===== src/common/branch_types_pkg.sv =====
////////////////////
// Table contents and counter states for the fetch-stage predictor
// Entries keep the full PC and the tag is taken from it above the index
// PC bit 0 is never used because instructions are halfword aligned
////////////////////
`default_nettype none

package branch_types_pkg;

  parameter int PC_W = 16;                  // Processor address width

  // Two-bit saturating counter, top bit set means taken
  typedef enum logic [1:0] {
    strong_nt = 2'b00,
    weak_nt   = 2'b01,
    weak_t    = 2'b10,
    strong_t  = 2'b11
  } ctr_state_e;

  // Branch history entry
  typedef struct packed {
    logic              valid;               // Entry holds a branch
    logic [PC_W-1:0]   pc;                  // Full branch PC, tag source
    ctr_state_e        ctr;                 // Prediction state
  } hist_entry_t;

  // Branch target entry
  typedef struct packed {
    logic              valid;               // Entry holds a target
    logic [PC_W-1:0]   pc;                  // Full branch PC, tag source
    logic [PC_W-1:0]   target;              // Last resolved target
  } tgt_entry_t;

endpackage

`default_nettype wire


===== src/common/pred_bus_pkg.sv =====
////////////////////
// Buses between fetch, decode and the predictor
// A resolve is taken in every cycle it is presented, with no handshake
////////////////////
`default_nettype none

package pred_bus_pkg;

  import branch_types_pkg::*;

  // Combinational lookup result returned to fetch
  typedef struct packed {
    logic              taken;               // Predict taken
    logic              hit;                 // History tag match
    ctr_state_e        counter;             // Stored state or strong_nt
    logic              target_hit;          // Target buffer tag match
    logic [PC_W-1:0]   target;              // Predicted target, zero on miss
  } lookup_rsp_t;

  // Update from decode, one per cycle
  typedef struct packed {
    logic              hist_we;             // Write history table
    logic              tgt_we;              // Write target buffer
    logic [PC_W-1:0]   pc;                  // Branch PC
    ctr_state_e        counter;             // State predicted for this branch
    logic              taken;               // Actual outcome
    logic [PC_W-1:0]   target;              // Actual target
  } resolve_t;

endpackage

`default_nettype wire


===== src/hw/branch_predictor.sv =====
////////////////////
// Fetch-stage dynamic branch predictor
// Lookup is combinational on pc, updates show on the next cycle
////////////////////
`timescale 1ns/100ps
`default_nettype none

module branch_predictor
  import branch_types_pkg::*, pred_bus_pkg::*;
#(
  parameter int INDEX_BITS = 3
) (
  input  logic              clk,            // System clock
  input  logic              rst,            // Sync reset, active high
  input  logic              enable,         // Predictor enable
  input  logic [PC_W-1:0]   pc,             // Fetch PC
  input  resolve_t          resolve,        // Decode stage update
  output lookup_rsp_t       rsp             // Lookup response
);

  logic [PC_W-1:0] hist_addr;               // History port
  logic            hist_we;
  hist_entry_t     hist_wdata;
  hist_entry_t     hist_rdata;
  logic            hist_hit;
  logic [PC_W-1:0] tgt_rd_pc;               // Target buffer ports
  logic            tgt_we;
  logic [PC_W-1:0] tgt_wr_pc;
  logic [PC_W-1:0] tgt_wdata;
  logic            tgt_hit;
  logic [PC_W-1:0] tgt_target;

  predictor_ctrl #(.INDEX_BITS(INDEX_BITS)) u_ctrl (
    .enable, .pc, .resolve,
    .hist_addr, .hist_we, .hist_wdata, .hist_rdata, .hist_hit,
    .tgt_rd_pc, .tgt_we, .tgt_wr_pc, .tgt_wdata, .tgt_hit, .tgt_target,
    .rsp
  );

  history_table #(.INDEX_BITS(INDEX_BITS)) u_hist (
    .clk, .rst,
    .addr  (hist_addr),
    .we    (hist_we),
    .wdata (hist_wdata),
    .rdata (hist_rdata),
    .hit   (hist_hit)
  );

  target_buffer #(.INDEX_BITS(INDEX_BITS)) u_tgt (
    .clk, .rst,
    .rd_pc  (tgt_rd_pc),
    .wr_pc  (tgt_wr_pc),
    .we     (tgt_we),
    .wdata  (tgt_wdata),
    .hit    (tgt_hit),
    .target (tgt_target)
  );

endmodule

`default_nettype wire


===== src/hw/history_table.sv =====
////////////////////
// Tagged counter table, 2**INDEX_BITS entries
// One address for read and write, read is asynchronous
// Write lands on the next rising edge
////////////////////
`timescale 1ns/100ps
`default_nettype none

module history_table
  import branch_types_pkg::*;
#(
  parameter int INDEX_BITS = 3
) (
  input  logic              clk,            // System clock
  input  logic              rst,            // Sync reset, active high
  input  logic [PC_W-1:0]   addr,           // Shared read/write PC
  input  logic              we,             // Write strobe
  input  hist_entry_t       wdata,          // Entry to store
  output hist_entry_t       rdata,          // Entry at addr
  output logic              hit             // Valid and tag match
);

  localparam int DEPTH   = 1 << INDEX_BITS;
  localparam int TAG_LSB = INDEX_BITS + 1;  // Bit 0 unused

  hist_entry_t             mem [DEPTH];     // Table storage
  logic [INDEX_BITS-1:0]   idx;             // Entry select

  assign idx = addr[INDEX_BITS:1];

  // Only valid bits are cleared on reset
  always_ff @(posedge clk) begin
    if (rst) begin
      for (int i = 0; i < DEPTH; i++) begin
        mem[i].valid <= 1'b0;
      end
    end else if (we) begin
      mem[idx] <= wdata;
    end
  end

  assign rdata = mem[idx];

  // Tag is everything above the index
  assign hit = rdata.valid && (rdata.pc[PC_W-1:TAG_LSB] == addr[PC_W-1:TAG_LSB]);

endmodule

`default_nettype wire


===== src/hw/predictor_ctrl.sv =====
////////////////////
// Predictor control, purely combinational
// History port is shared so a history write blanks that cycle's lookup
// All writes are dropped while enable is low
////////////////////
`timescale 1ns/100ps
`default_nettype none

module predictor_ctrl
  import branch_types_pkg::*, pred_bus_pkg::*;
#(
  parameter int INDEX_BITS = 3
) (
  input  logic              enable,         // Predictor enable
  input  logic [PC_W-1:0]   pc,             // Fetch PC
  input  resolve_t          resolve,        // Decode stage update
  output logic [PC_W-1:0]   hist_addr,      // Shared history address
  output logic              hist_we,        // History write strobe
  output hist_entry_t       hist_wdata,     // History write entry
  input  hist_entry_t       hist_rdata,     // History read entry
  input  logic              hist_hit,       // History tag match
  output logic [PC_W-1:0]   tgt_rd_pc,      // Target lookup PC
  output logic              tgt_we,         // Target write strobe
  output logic [PC_W-1:0]   tgt_wr_pc,      // Target write PC
  output logic [PC_W-1:0]   tgt_wdata,      // Target write data
  input  logic              tgt_hit,        // Target tag match
  input  logic [PC_W-1:0]   tgt_target,     // Target read data
  output lookup_rsp_t       rsp             // Lookup response
);

  // Index must leave at least one tag bit above it
  if (INDEX_BITS < 1 || INDEX_BITS > PC_W - 2) begin : g_bad_index
    $error("INDEX_BITS out of range for PC width");
  end

  ctr_state_e base_ctr;                     // State to be stepped
  ctr_state_e next_ctr;                     // State to be written

  // Saturating step up on taken, down on not taken
  function automatic ctr_state_e step_ctr(input ctr_state_e cur, input logic taken);
    ctr_state_e nxt;
    nxt = cur;
    case (cur)
      strong_nt: nxt = taken ? weak_nt  : strong_nt;
      weak_nt:   nxt = taken ? weak_t   : strong_nt;
      weak_t:    nxt = taken ? strong_t : weak_nt;
      strong_t:  nxt = taken ? strong_t : weak_t;
      default:   nxt = strong_nt;
    endcase
    return nxt;
  endfunction

  ////////////////////
  // Write side
  ////////////////////
  assign hist_we   = enable & resolve.hist_we;
  assign hist_addr = hist_we ? resolve.pc : pc;          // Update owns the port

  // Hit at resolve PC steps the carried state, a miss installs fresh
  assign base_ctr = hist_hit ? resolve.counter : strong_nt;
  assign next_ctr = step_ctr(base_ctr, resolve.taken);

  always_comb begin
    hist_wdata       = '0;
    hist_wdata.valid = 1'b1;
    hist_wdata.pc    = resolve.pc;
    hist_wdata.ctr   = next_ctr;
  end

  assign tgt_we    = enable & resolve.tgt_we;
  assign tgt_wr_pc = resolve.pc;
  assign tgt_wdata = resolve.target;
  assign tgt_rd_pc = pc;                                 // Separate read port

  ////////////////////
  // Lookup response
  ////////////////////
  always_comb begin
    rsp = '0;                                            // Disabled or port busy
    if (enable && !resolve.hist_we) begin
      rsp.hit        = hist_hit;
      rsp.counter    = hist_hit ? hist_rdata.ctr : strong_nt;
      rsp.taken      = hist_hit & rsp.counter[1];        // Top bit means taken
      rsp.target_hit = tgt_hit;
      rsp.target     = tgt_target;                       // Already zero on miss
    end
  end

endmodule

`default_nettype wire


===== src/hw/target_buffer.sv =====
////////////////////
// Tagged target table, 2**INDEX_BITS entries
// Independent write port so updates never block lookups
// Target reads as zero on a miss
////////////////////
`timescale 1ns/100ps
`default_nettype none

module target_buffer
  import branch_types_pkg::*;
#(
  parameter int INDEX_BITS = 3
) (
  input  logic              clk,            // System clock
  input  logic              rst,            // Sync reset, active high
  input  logic [PC_W-1:0]   rd_pc,          // Lookup PC
  input  logic [PC_W-1:0]   wr_pc,          // Update PC
  input  logic              we,             // Write strobe
  input  logic [PC_W-1:0]   wdata,          // Resolved target
  output logic              hit,            // Valid and tag match
  output logic [PC_W-1:0]   target          // Stored target or zero
);

  localparam int DEPTH   = 1 << INDEX_BITS;
  localparam int TAG_LSB = INDEX_BITS + 1;

  tgt_entry_t              mem [DEPTH];     // Buffer storage
  tgt_entry_t              rd_entry;        // Entry at rd_pc
  logic [INDEX_BITS-1:0]   rd_idx;
  logic [INDEX_BITS-1:0]   wr_idx;

  assign rd_idx = rd_pc[INDEX_BITS:1];
  assign wr_idx = wr_pc[INDEX_BITS:1];

  always_ff @(posedge clk) begin
    if (rst) begin
      for (int i = 0; i < DEPTH; i++) begin
        mem[i].valid <= 1'b0;                            // Payload kept
      end
    end else if (we) begin
      mem[wr_idx] <= '{valid: 1'b1, pc: wr_pc, target: wdata};
    end
  end

  assign rd_entry = mem[rd_idx];
  assign hit      = rd_entry.valid && (rd_entry.pc[PC_W-1:TAG_LSB] == rd_pc[PC_W-1:TAG_LSB]);
  assign target   = hit ? rd_entry.target : '0;

endmodule

`default_nettype wire


===== config.mk =====
export PLATFORM = sky130hd
export DESIGN_NAME = branch_predictor
export DESIGN_NICKNAME = d
export VERILOG_FILES = /design/src/common/branch_types_pkg.sv /design/src/common/pred_bus_pkg.sv /design/src/hw/branch_predictor.sv /design/src/hw/history_table.sv /design/src/hw/predictor_ctrl.sv /design/src/hw/target_buffer.sv
export SDC_FILE = /design/constraint.sdc
export NUM_CORES = 1
export LEC_CHECK = 0
export CORE_AREA = 3 3 248 128
export CTS_BUF_LIST = sky130_fd_sc_hd__clkbuf_16
export CTS_CLUSTER_DIAMETER = 100
export DETAILED_ROUTE_END_ITERATION = 16
export DIE_AREA = 0 0 251 131
export DONT_BUFFER_PORTS = 1
export HOLD_SLACK_MARGIN = 0.12
export PLACE_DENSITY = 0.72
export SLEW_MARGIN = 20
export SYNTH_ARGS = -nofsm -noshare
export SYNTH_HDL_FRONTEND = slang
export SYNTH_SLANG_ARGS = --single-unit
export TNS_END_PERCENT = 100

===== constraint.sdc =====
create_clock -name clk -period 11 [get_ports clk]
set_clock_uncertainty 0.1 [all_clocks]
set_input_delay 0.55 -clock clk [delete_from_list [all_inputs] [get_ports clk]]
set_output_delay 0.55 -clock clk [all_outputs]
set_load 0.05 [all_outputs]

Word-level counts from Yosys, hierarchy flattened
Memories as Yosys holds them, arrays and structs flattened.
Cells that the tools add are included.

storage, ports and cells
  register bits = 0
  bits in writable memories = 416
  output and inout port bits = 21
  word-level logic and storage cells = 41
  memories kept = 2

operators by class
  eq/ne operators = 5
  multiplexer cells = 24
  bitwise operators = 3
  reductions and logical operators = 7

memories
  memory      depth  width  rd ports  clocked after Yosys merged registers in  write ports  RTL line             source
  u_tgt.mem   8      33     1         0                                        8            target_buffer.sv:27  tgt_entry_t mem [DEPTH];
  u_hist.mem  8      19     1         0                                        8            history_table.sv:26  hist_entry_t mem [DEPTH];

operators with widths
  operator                                              number
  2-to-1 mux 33 bit                                     1
  OR reduction 33 bit                                   1
  2-to-1 mux 16 bit                                     2
  equality test 12 bit                                  2
  2-to-1 mux 21 bit                                     1
  2-to-1 mux 19 bit                                     1
  OR reduction 19 bit                                   1
  2-to-1 mux 2 bit                                      6
  2-to-1 mux 1 bit                                      10
  case mux 2 bit (4 select lines)                       1
  2-to-1 mux 3 bit                                      2
  equality test 2 bit (second input constant)           2
  AND 1 bit                                             3
  logical AND 1 bit                                     3
  equality test 2 x 1 -> 1 bit (second input constant)  1
  logical NOT 2 bit                                     1
  logical NOT 1 bit                                     1

Longest topological paths before layout
Gate-level depths: netlist of run 1.
An unclocked memory read counts as a cell.

  depth in word-level cells = 9
  depth in mapped cells = 13

Modules after synthesis
From an unflattened synthesis of run 1, not the netlist that was laid out.

second synthesis, totals
  cell total of the unflattened synthesis = 849
  area, all modules = 16,087.9 sq um

modules (own cells, without submodules)
  module          times used  cells an instance  area an instance (sq um)  seq. area each (sq um)
  target_buffer   1           408                9,081.2                   6,886.6
  history_table   1           325                6,124.6                   4,564.4
  predictor_ctrl  1           116                882.1                     0.0

Worst setup path before layout of run 1
Ideal clock, no wire load.

  path kind = in2out
  start = in enable
  end = out rsp[20] (netlist bit)
  arrival = 4.621 ns
  required time = 10.350 ns
  path slack = 5.729 ns
  stages on the path = 11
  buffers on the path = 3
  path through = buf_4 nand2_2 mux2_2 buf_2 o32a_1 nand4_1 or4b_1 or4_4 nor4_2 and3_1 buf_4

RTL lines
  item                RTL line                source
  start: declaration  branch_predictor.sv:15  input logic enable,
  end: declaration    branch_predictor.sv:18  output lookup_rsp_t rsp

Worst setup path in the final report of run 1
  start = in resolve[36] (netlist bit)
  end = out rsp[20] (netlist bit)

on the way
  word-level cells in the longest chain between the ends = 8
  elaborated cells between the ends (all ways) = 10
  those cells by class = 1 x eq/ne; 3 x mux; 2 x bitwise; 3 x reduce/logical; 1 x memory

RTL lines
  item                      RTL line                source
  start: declaration        branch_predictor.sv:17  input resolve_t resolve,
  AND 1 bit                 predictor_ctrl.sv:56    assign hist_we = enable & resolve.hist_we;
  2-to-1 mux 16 bit         predictor_ctrl.sv:57    assign hist_addr = hist_we ? resolve.pc : pc;
  memory read (8 x 19 bit)  n/a
  equality test 12 bit      history_table.sv:45     assign hit = rdata.valid && (rdata.pc[PC_W-1:TAG_LSB] == addr[PC_W-1:TAG_LSB]);
  logical AND 1 bit         history_table.sv:45
  2-to-1 mux 2 bit          predictor_ctrl.sv:82    rsp.counter = hist_hit ? hist_rdata.ctr : strong_nt;
  AND 1 bit                 predictor_ctrl.sv:83    rsp.taken = hist_hit & rsp.counter[1];
  2-to-1 mux 21 bit *       predictor_ctrl.sv:80    if (enable && !resolve.hist_we) begin

Mark *: on every way between the ends. The rest lies on a longest branch, timed or not.

==> impl_results.md, run 1 <==
- Post-CTS resize count: 0
- Final nets: ~880
- Max H-tree Level: 1
- CP Capture Type: output port
- Post-synthesis compound-gate area fraction: 0.06113
- Ys async rst share: 0
- Period Utilization, post-route: 0.4833
- Area grow syn2layout: 12.61%
- # rows: between 40 and 50
- CP Class: in -> out
- Crit path required time: between 10000 and 15000 ps
- VDD IR-drop max: about 0.12 mV
- Adder and majority gate portion of the synthesized area: 0
- Die X: around 250 um
- Hold_buf cts: 28
- Half-perimeter wire length after detailed placement: approximately 18000 um
- Slew headroom: 0.2487
- Worst path slowest cell: and3_1
- Power Density: 168.3 nW/um^2
- Max Clk Rate: around 190 MHz
- Post-Synth XOR/XNOR Area: 0.009235
- CP arrival: about 4700 ps
- Post-synthesis mux area share: 0.1245
- Syn Nets: 841
- Initial Utilization: 0.4749
- DRT Wirelength: around 32000 um
- Post-synthesis cell area: between 10000 and 15000 sq um
- Worst skew pair latency: 570 ps
- TritonCTS clock tree: done
- Cell variety after synth: 57
- Sequential area share after synthesis: 0.7318
- Crit start category: primary input
- Synth Instances: 785
- FF+latch area: 10410 sq um
- Final Max Tran Viols: 0
- Die area: ~33000 sq um
- Wire length of the first global-routing pass: between 40000 and 50000 um
- Post-synth EDFFs: around 340
- Num CTS Buffers: 31
- Placer congestion estimate: just under 0.9
- Largest family of logic cells by synthesized area: multiplexers
- Max_cap viols: 0
- Area occupied by multi-input gates: approximately 3700 sq um
- Fin util: 0.5348
- Largest cells by area after synthesis: edfxtp_1, mux4_2, mux2i_1
- Floorplan die height: roughly 130 um
- RSZ-0062 raised after global routing: false
- I/O pin count: 77
- Via/cell ratio: between 6 and 7
- Primary FF master, synth: edfxtp_1
- Fin. Hold Viols: 0
- DRT Pass-1 Iters: 7
- 1st-iter DRT viols: roughly 770
- Vias in the first global route: a little over 7000
- All-Layer GR Usage: 0.1972
- Crit path largest cell delay: 830 ps
- Cells along the critical path: nand2_2, mux2_2, o32a_1, and4_1, or4b_1, or4_4, nor4_2, buf_4, and3_1
- Clock-pin slew on the worst setup and hold paths: around 60 ps
- Root buffer cell: clkbuf_16
- Min Tclk post-route: 5316 ps
- Post-CTS setup repair buffer count: 0
- Post-placement cell count: approximately 1200
- Cell leakage power: 5.367 nW
- Cell taking the most area after synthesis: edfxtp_1
- DRT antenna net count: 0
- DR WL/cell: 26.01 um
- Port Buf Inserts: 0
- Final setup vio count: 0
- Crit Path Max Fanout: 20
- CTS sink count: between 300 and 400
- Simple-Gate Fraction of Synth Area: 0.05814
- Via count: approximately 7600
- Fill count: 2331
- Post-synth top area share: 0.7092
- Final Instance Count excl. Fillers: around 1200
- Core Area: 29950 sq um
- Type of the worst min-delay path: in -> reg
- Share of cells above drive strength 1: 0.1692
- Slew @ Worst Pin: 1123 ps
- Status: completed
- GRT overflow: 0
- Synthesized area per cell: roughly 18 sq um
- Largest net degree at the start of global routing: 70
- Synth Register Bits: 352
- DRC Markers: 0
- Yosys warns: 0
- Initial antenna violation count: 2
- CTS Buffer Depth: 3
- Setup TNS: 0 ps
[cell usage in the layout, fill, tap and decap left out, types with 22 or more instances in the layout]
master and n:
clkbuf_16 31, edfxtp_1 336, nor2_1 28, mux4_2 58
mux2i_1 43, and3_1 45, nand2_1 25, buf_4 22
dlygate4sd3_1 28, a211oi_1 24
[registers in the layout, summed over array words and instances, names as in the netlist]
signal,flops
u_tgt.mem,232
u_hist.mem,120
[metrics by stage]
stage | area (sq um) | total power, mW | setup slack (ps) | hold WS, ps
finish | 16020 | 2.696 | 5684 | 251.1
global route | 16020 | 2.789 | 5612 | 240.0
CTS | 16010 | 2.715 | 5713 | 203.7
detailed placement | 14750 | 1.642 | 5716 | 340.5
global placement | 14750 | 1.640 | 5709 | 331.2
floorplan | 14230 | 1.625 | 5729 | 321.1
[final timing paths]
check                                       start               end  slack (ps)  cells past startpoint
worst max register to register  u_hist.mem[1][10]  u_hist.mem[2][0]        7380                      8
worst min-delay path                  resolve[17]  u_hist.mem[6][0]         250                      1
worst max-delay path                  resolve[36]           rsp[20]        5680                      9
worst min register to register   u_tgt.mem[2][32]  u_tgt.mem[2][32]         360                      1
[worst max-delay path: cells and delay by family]
| family | cells | cell delay, ps |
|---|---|---|
| simple gates | 6 | 2790 |
| mux | 1 | 610 |
| compound gates | 1 | 440 |
| buf+inv | 1 | 260 |
[report_power, final]
part / internal, mW / switching, mW
logic: 0.0666 / 0.0847
registers: 1.48 / 0.00402
clock network: 0.582 / 0.476
total: 2.13 / 0.564
[logic make-up after synthesis]
group,count (synthesis)
AOI/OAI and AO/OA,109
xor gates and xnor gates,15
buffers and inverters,53
DFF,352
muxes,104
and+or+nand+nor,152
[synthesized netlist by cell type, drive strengths merged (6+ instances only)]
cell and number:
o221ai 13, mux4 58, nor2 34, clkbuf 28
mux2i 43, buf 20, dfxtp 16, a211o 6
nor3 7, a21o 16, a21boi 8, nand2 26
nand4 10, edfxtp 336, a211oi 25, xnor2 12
and3 45, nor4 7
[metal layers]
| layer | GRT usage | wire (um) |
|---|---|---|
| met3 | 0.05775 | 3016 |
| met2 | 0.2793 | 13900 |
| met5 | 0 | 13 |
| met4 | 0.04426 | 587 |
| met1 | 0.3026 | 14870 |
[cell type report]
cell class | instances | share of cell area
sequential | 352 | 0.6498
multi-input combinational | 380 | 0.2281
clock buffer | 31 | 0.04842
tap | 399 | 0.03116
timing repair buffer | 51 | 0.02851
clock inverter | 26 | 0.01273
inverter | 5 | 0.001172
antenna | 1 | 0.0001562
(Power assumes the default switching activity.)
==> run 2, diff against run 1 <==
--- a/config.mk
+++ b/config.mk
@@ -5,14 +5,15 @@
 export SDC_FILE = /design/constraint.sdc
 export NUM_CORES = 1
 export LEC_CHECK = 0
-export CORE_AREA = 3 3 248 128
+export ABC_AREA = 1
+export CORE_AREA = 3 3 253 131
 export CTS_BUF_LIST = sky130_fd_sc_hd__clkbuf_16
 export CTS_CLUSTER_DIAMETER = 100
 export DETAILED_ROUTE_END_ITERATION = 16
-export DIE_AREA = 0 0 251 131
+export DIE_AREA = 0 0 256 134
 export DONT_BUFFER_PORTS = 1
 export HOLD_SLACK_MARGIN = 0.12
-export PLACE_DENSITY = 0.72
+export PLACE_DENSITY = 0.75
 export SLEW_MARGIN = 20
 export SYNTH_ARGS = -nofsm -noshare
 export SYNTH_HDL_FRONTEND = slang
==> constraint.sdc (replaced) <==
create_clock -name clk -period 4.5 [get_ports clk]
set_clock_uncertainty 0.1 [all_clocks]
set_input_delay 0.225 -clock clk [delete_from_list [all_inputs] [get_ports clk]]
set_output_delay 0.225 -clock clk [all_outputs]
set_load 0.05 [all_outputs]
==> run 2 against run 1 <==
  * Power up 140%
  * Non-clock buffer count up 26
  * Register-to-register slack worse by 6100 ps
  * Worst hold slack worse by 100 ps
  * Largest power group unchanged
  * Setup slack worse by 5000 ps
  * Combinational power rose to 3.3 times the previous value
==> impl_results.md, run 2 <==
- P_sw: about 1.5 mW
- Slew headroom: 0.2550
- Clock group share of total power: 0.361
- VDD IR-drop max: between 0.2 and 0.3 mV
- Syn Nets: ~1300
- DR top layer: met5
- Type of the worst min-delay path: in -> reg
- Root buffer cell: clkbuf_16
- Port Buf Inserts: 0
- Commonest non-fill, non-tap cells in the layout: edfxtp_1, nand2_1, nor2_1
- 1st-iter DRT viols: roughly 1400
- Critical path endpoint: u_hist.mem[4][0]
- Min setup slack post-route: 670.6 ps
- RSZ-0062 raised after global routing: false
- Synthesized area per cell: around 12 sq um
- Metal-1 WL: 15630 um
- Fin util: 0.5331
- Setup WS pre-CTS: 1409 ps
- Adder and majority gate portion of the synthesized area: 0
- # rows: between 40 and 50
- Via count: ~10000
- Met2 wire length: 16080 um
- Crit path required time: 4650 ps
- Synth Register Bits: between 300 and 400
- Reg2Reg Setup Slack: 1290 ps
- Power Density: about 390 nW/um^2
- Fill count: about 2500
- Initial Utilization: 0.4754
- Area grow syn2layout: 12.14%
- Post-synthesis cell area: 14860 sq um
- Most frequent cell after synthesis: edfxtp_1
- Final nets: 1387
- Post-synth top area share: 0.6791
- Vias in the first global route: between 9000 and 10000
- Commonest non-fill, non-tap cell in the layout: edfxtp_1
- Hold_buf cts: 45
- Biggest regs: u_tgt.mem (232), u_hist.mem (120)
- Crit start category: primary input
- Status: completed
- Final Max Tran Viols: 0
- All-Layer GR Usage: 0.2031
- Sequential share of power: 0.562
- Max Clk Rate: between 200 and 300 MHz
- Ys async rst share: 0
- Synth cell count leaders: edfxtp_1, nand2_1, nor2_1
- Post-synth EDFFs: around 340
- Clock-pin slew on the worst setup and hold paths: roughly 70 ps
- Worst min-delay path startpoint: resolve[16]
- R2r startpoint: u_hist.mem[7][6]
- Min Tclk post-route: around 3800 ps
- Die area: 34300 sq um
- Cell taking the most area after synthesis: edfxtp_1
- Max reg flops: 232
- DR WL/cell: around 20 um
- Fin. Hold Viols: 0
- Cell variety after synth: 34
- Wire length of the first global-routing pass: 54480 um
- Primary FF master, synth: edfxtp_1
- Post-synthesis mux area share: 0.002021
- Core Area: 31250 sq um
- Post-CTS resize count: 0
- DR WL met3: 3044 um
- Yosys warns: 0
- Slew @ Worst Pin: between 1000 and 1500 ps
- DRT antenna net count: 0
- Period Utilization, post-route: 0.8510
- Floorplan die height: 134 um
- CP Class: in -> reg
- Logic gate share of total power: 0.077
- CP Capture Type: flop
- Worst Reg-to-Reg Cells: 16
- Sequential area share after synthesis: 0.7007
- Largest net degree at the start of global routing: 121
- Crit Path Max Fanout: 55
- DRC Markers: 0
- GRT overflow: 0
- DRT Wirelength: between 30000 and 40000 um
- Final setup vio count: 0
- Num CTS Buffers: 30
- Largest Register: u_tgt.mem
- Share of cells above drive strength 1: 0.08561
- Post-CTS setup repair buffer count: 0
- Setup TNS: 0 ps
- Initial antenna violation count: 4
- Die X: approximately 260 um
- Max H-tree Level: 1
- CTS sink count: 352
- RR Endpoint: u_hist.mem[4][0]
- Largest cells by area after synthesis: edfxtp_1, nand2_1, nor2_1
- TritonCTS clock tree: done
- Crit. Startpoint: resolve[20]
- Worst skew pair latency: roughly 570 ps
- Cell internal pwr: about 5.0 mW
- DRT Pass-1 Iters: 5
- Simple-Gate Fraction of Synth Area: 0.1534
- Switching share of power: 0.2292
- Synth Instances: approximately 1300
- Largest family of logic cells by synthesized area: simple AND/OR/NAND/NOR gates
- I/O pin count: 77
- Post-Synth XOR/XNOR Area: 0.004716
- Cell leakage power: about 5.9 nW
- Via/cell ratio: about 5.6
- Max_cap viols: 0
- CTS Buffer Depth: 3
- Placer congestion estimate: approximately 0.91
- Post-synthesis compound-gate area fraction: 0.09272
- CP arrival: just under 4000 ps
- Half-perimeter wire length after detailed placement: between 15000 and 20000 um
-- run 2: changes by cell type after synthesis, moves of 14 or more --
cell,change
buf_6,+14
o22ai_1,+22
nand3_1,+67
a211oi_1,-21
mux4_2,-58
o21ai_0,+140
mux2i_1,-40
nor2_1,+179
nand2_1,+193
o21ai_1,+33
a21o_1,-16
inv_1,+66
and3_1,-45
-- run 2: power groups by stage --
stage	combinational, mW	sequential (mW)	clock, mW
finish	0.500	3.64	2.34
global route	0.556	3.64	2.49
CTS	0.491	3.64	2.36
detailed placement	0.413	3.71	0
global placement	0.401	3.71	0
floorplan	0.353	3.71	0
-- run 2: final cells by class --
cell class / instances / area, sq um / area share
sequential: 352 / 10410 / 0.6249
multi-input combinational: 792 / 3816 / 0.2291
clock buffer: 30 / 750.7 / 0.04506
timing repair buffer: 77 / 723.2 / 0.04341
tap: 432 / 540.5 / 0.03244
inverter: 78 / 294.0 / 0.01765
clock inverter: 26 / 122.6 / 0.007360
antenna: 1 / 2.502 / 0.0001502
-- run 2: how the worst min path moves through the flow --
stage	to	slack, ps	cells past startpoint
floorplan	u_hist.mem[0][10]	220	0
global placement	u_tgt.mem[6][1]	220	0
detailed placement	u_tgt.mem[7][6]	220	0
CTS	u_hist.mem[3][1]	120	3
global route	u_hist.mem[3][1]	180	3
finish	u_hist.mem[3][1]	150	3
-- run 2: cell families after synthesis --
logic type             after synthesis
buffers and inverters              144
AND/OR/NAND/NOR                    534
AO/OA/AOI/OAI                      247
multiplexers                         3
XOR/XNOR                             8
flip-flops                         352
-- run 2: through the flow --
stage / hold slack [ps] / area, sq um / cells / power (mW)
after CTS: 121.2 / 16610 / 1785 / 6.489
after global placement: 224.2 / 15290 / 1684 / 4.110
after floorplan: 223.9 / 14860 / 1288 / 4.061
after global routing: 185.0 / 16660 / 1788 / 6.687
final: 146.1 / 16660 / 1788 / 6.478
after detailed placement: 224.2 / 15290 / 1684 / 4.123
-- run 2: critical path, cell delays in order --
cell           delay, ps
dlygate4sd3_1        580
inv_1                120
nand3_2              100
nand2_4              490
nand2_1              130
nand3_1              120
nand2_1               80
o21bai_1             240
nand3_1              130
inv_1                 70
nand2_1               60
nor2_1               150
nand3_1              100
nand2_1               60
dlygate4sd3_1        560
nand2_1               60
dlygate4sd3_1        690
-- run 2: per-layer routing --
layer / vias to the layer above / global-route usage
li1: 4607 / -
met1: 4877 / 0.2987
met2: 460 / 0.3147
met3: 59 / 0.04263
met4: 8 / 0.04425
met5: - / 0
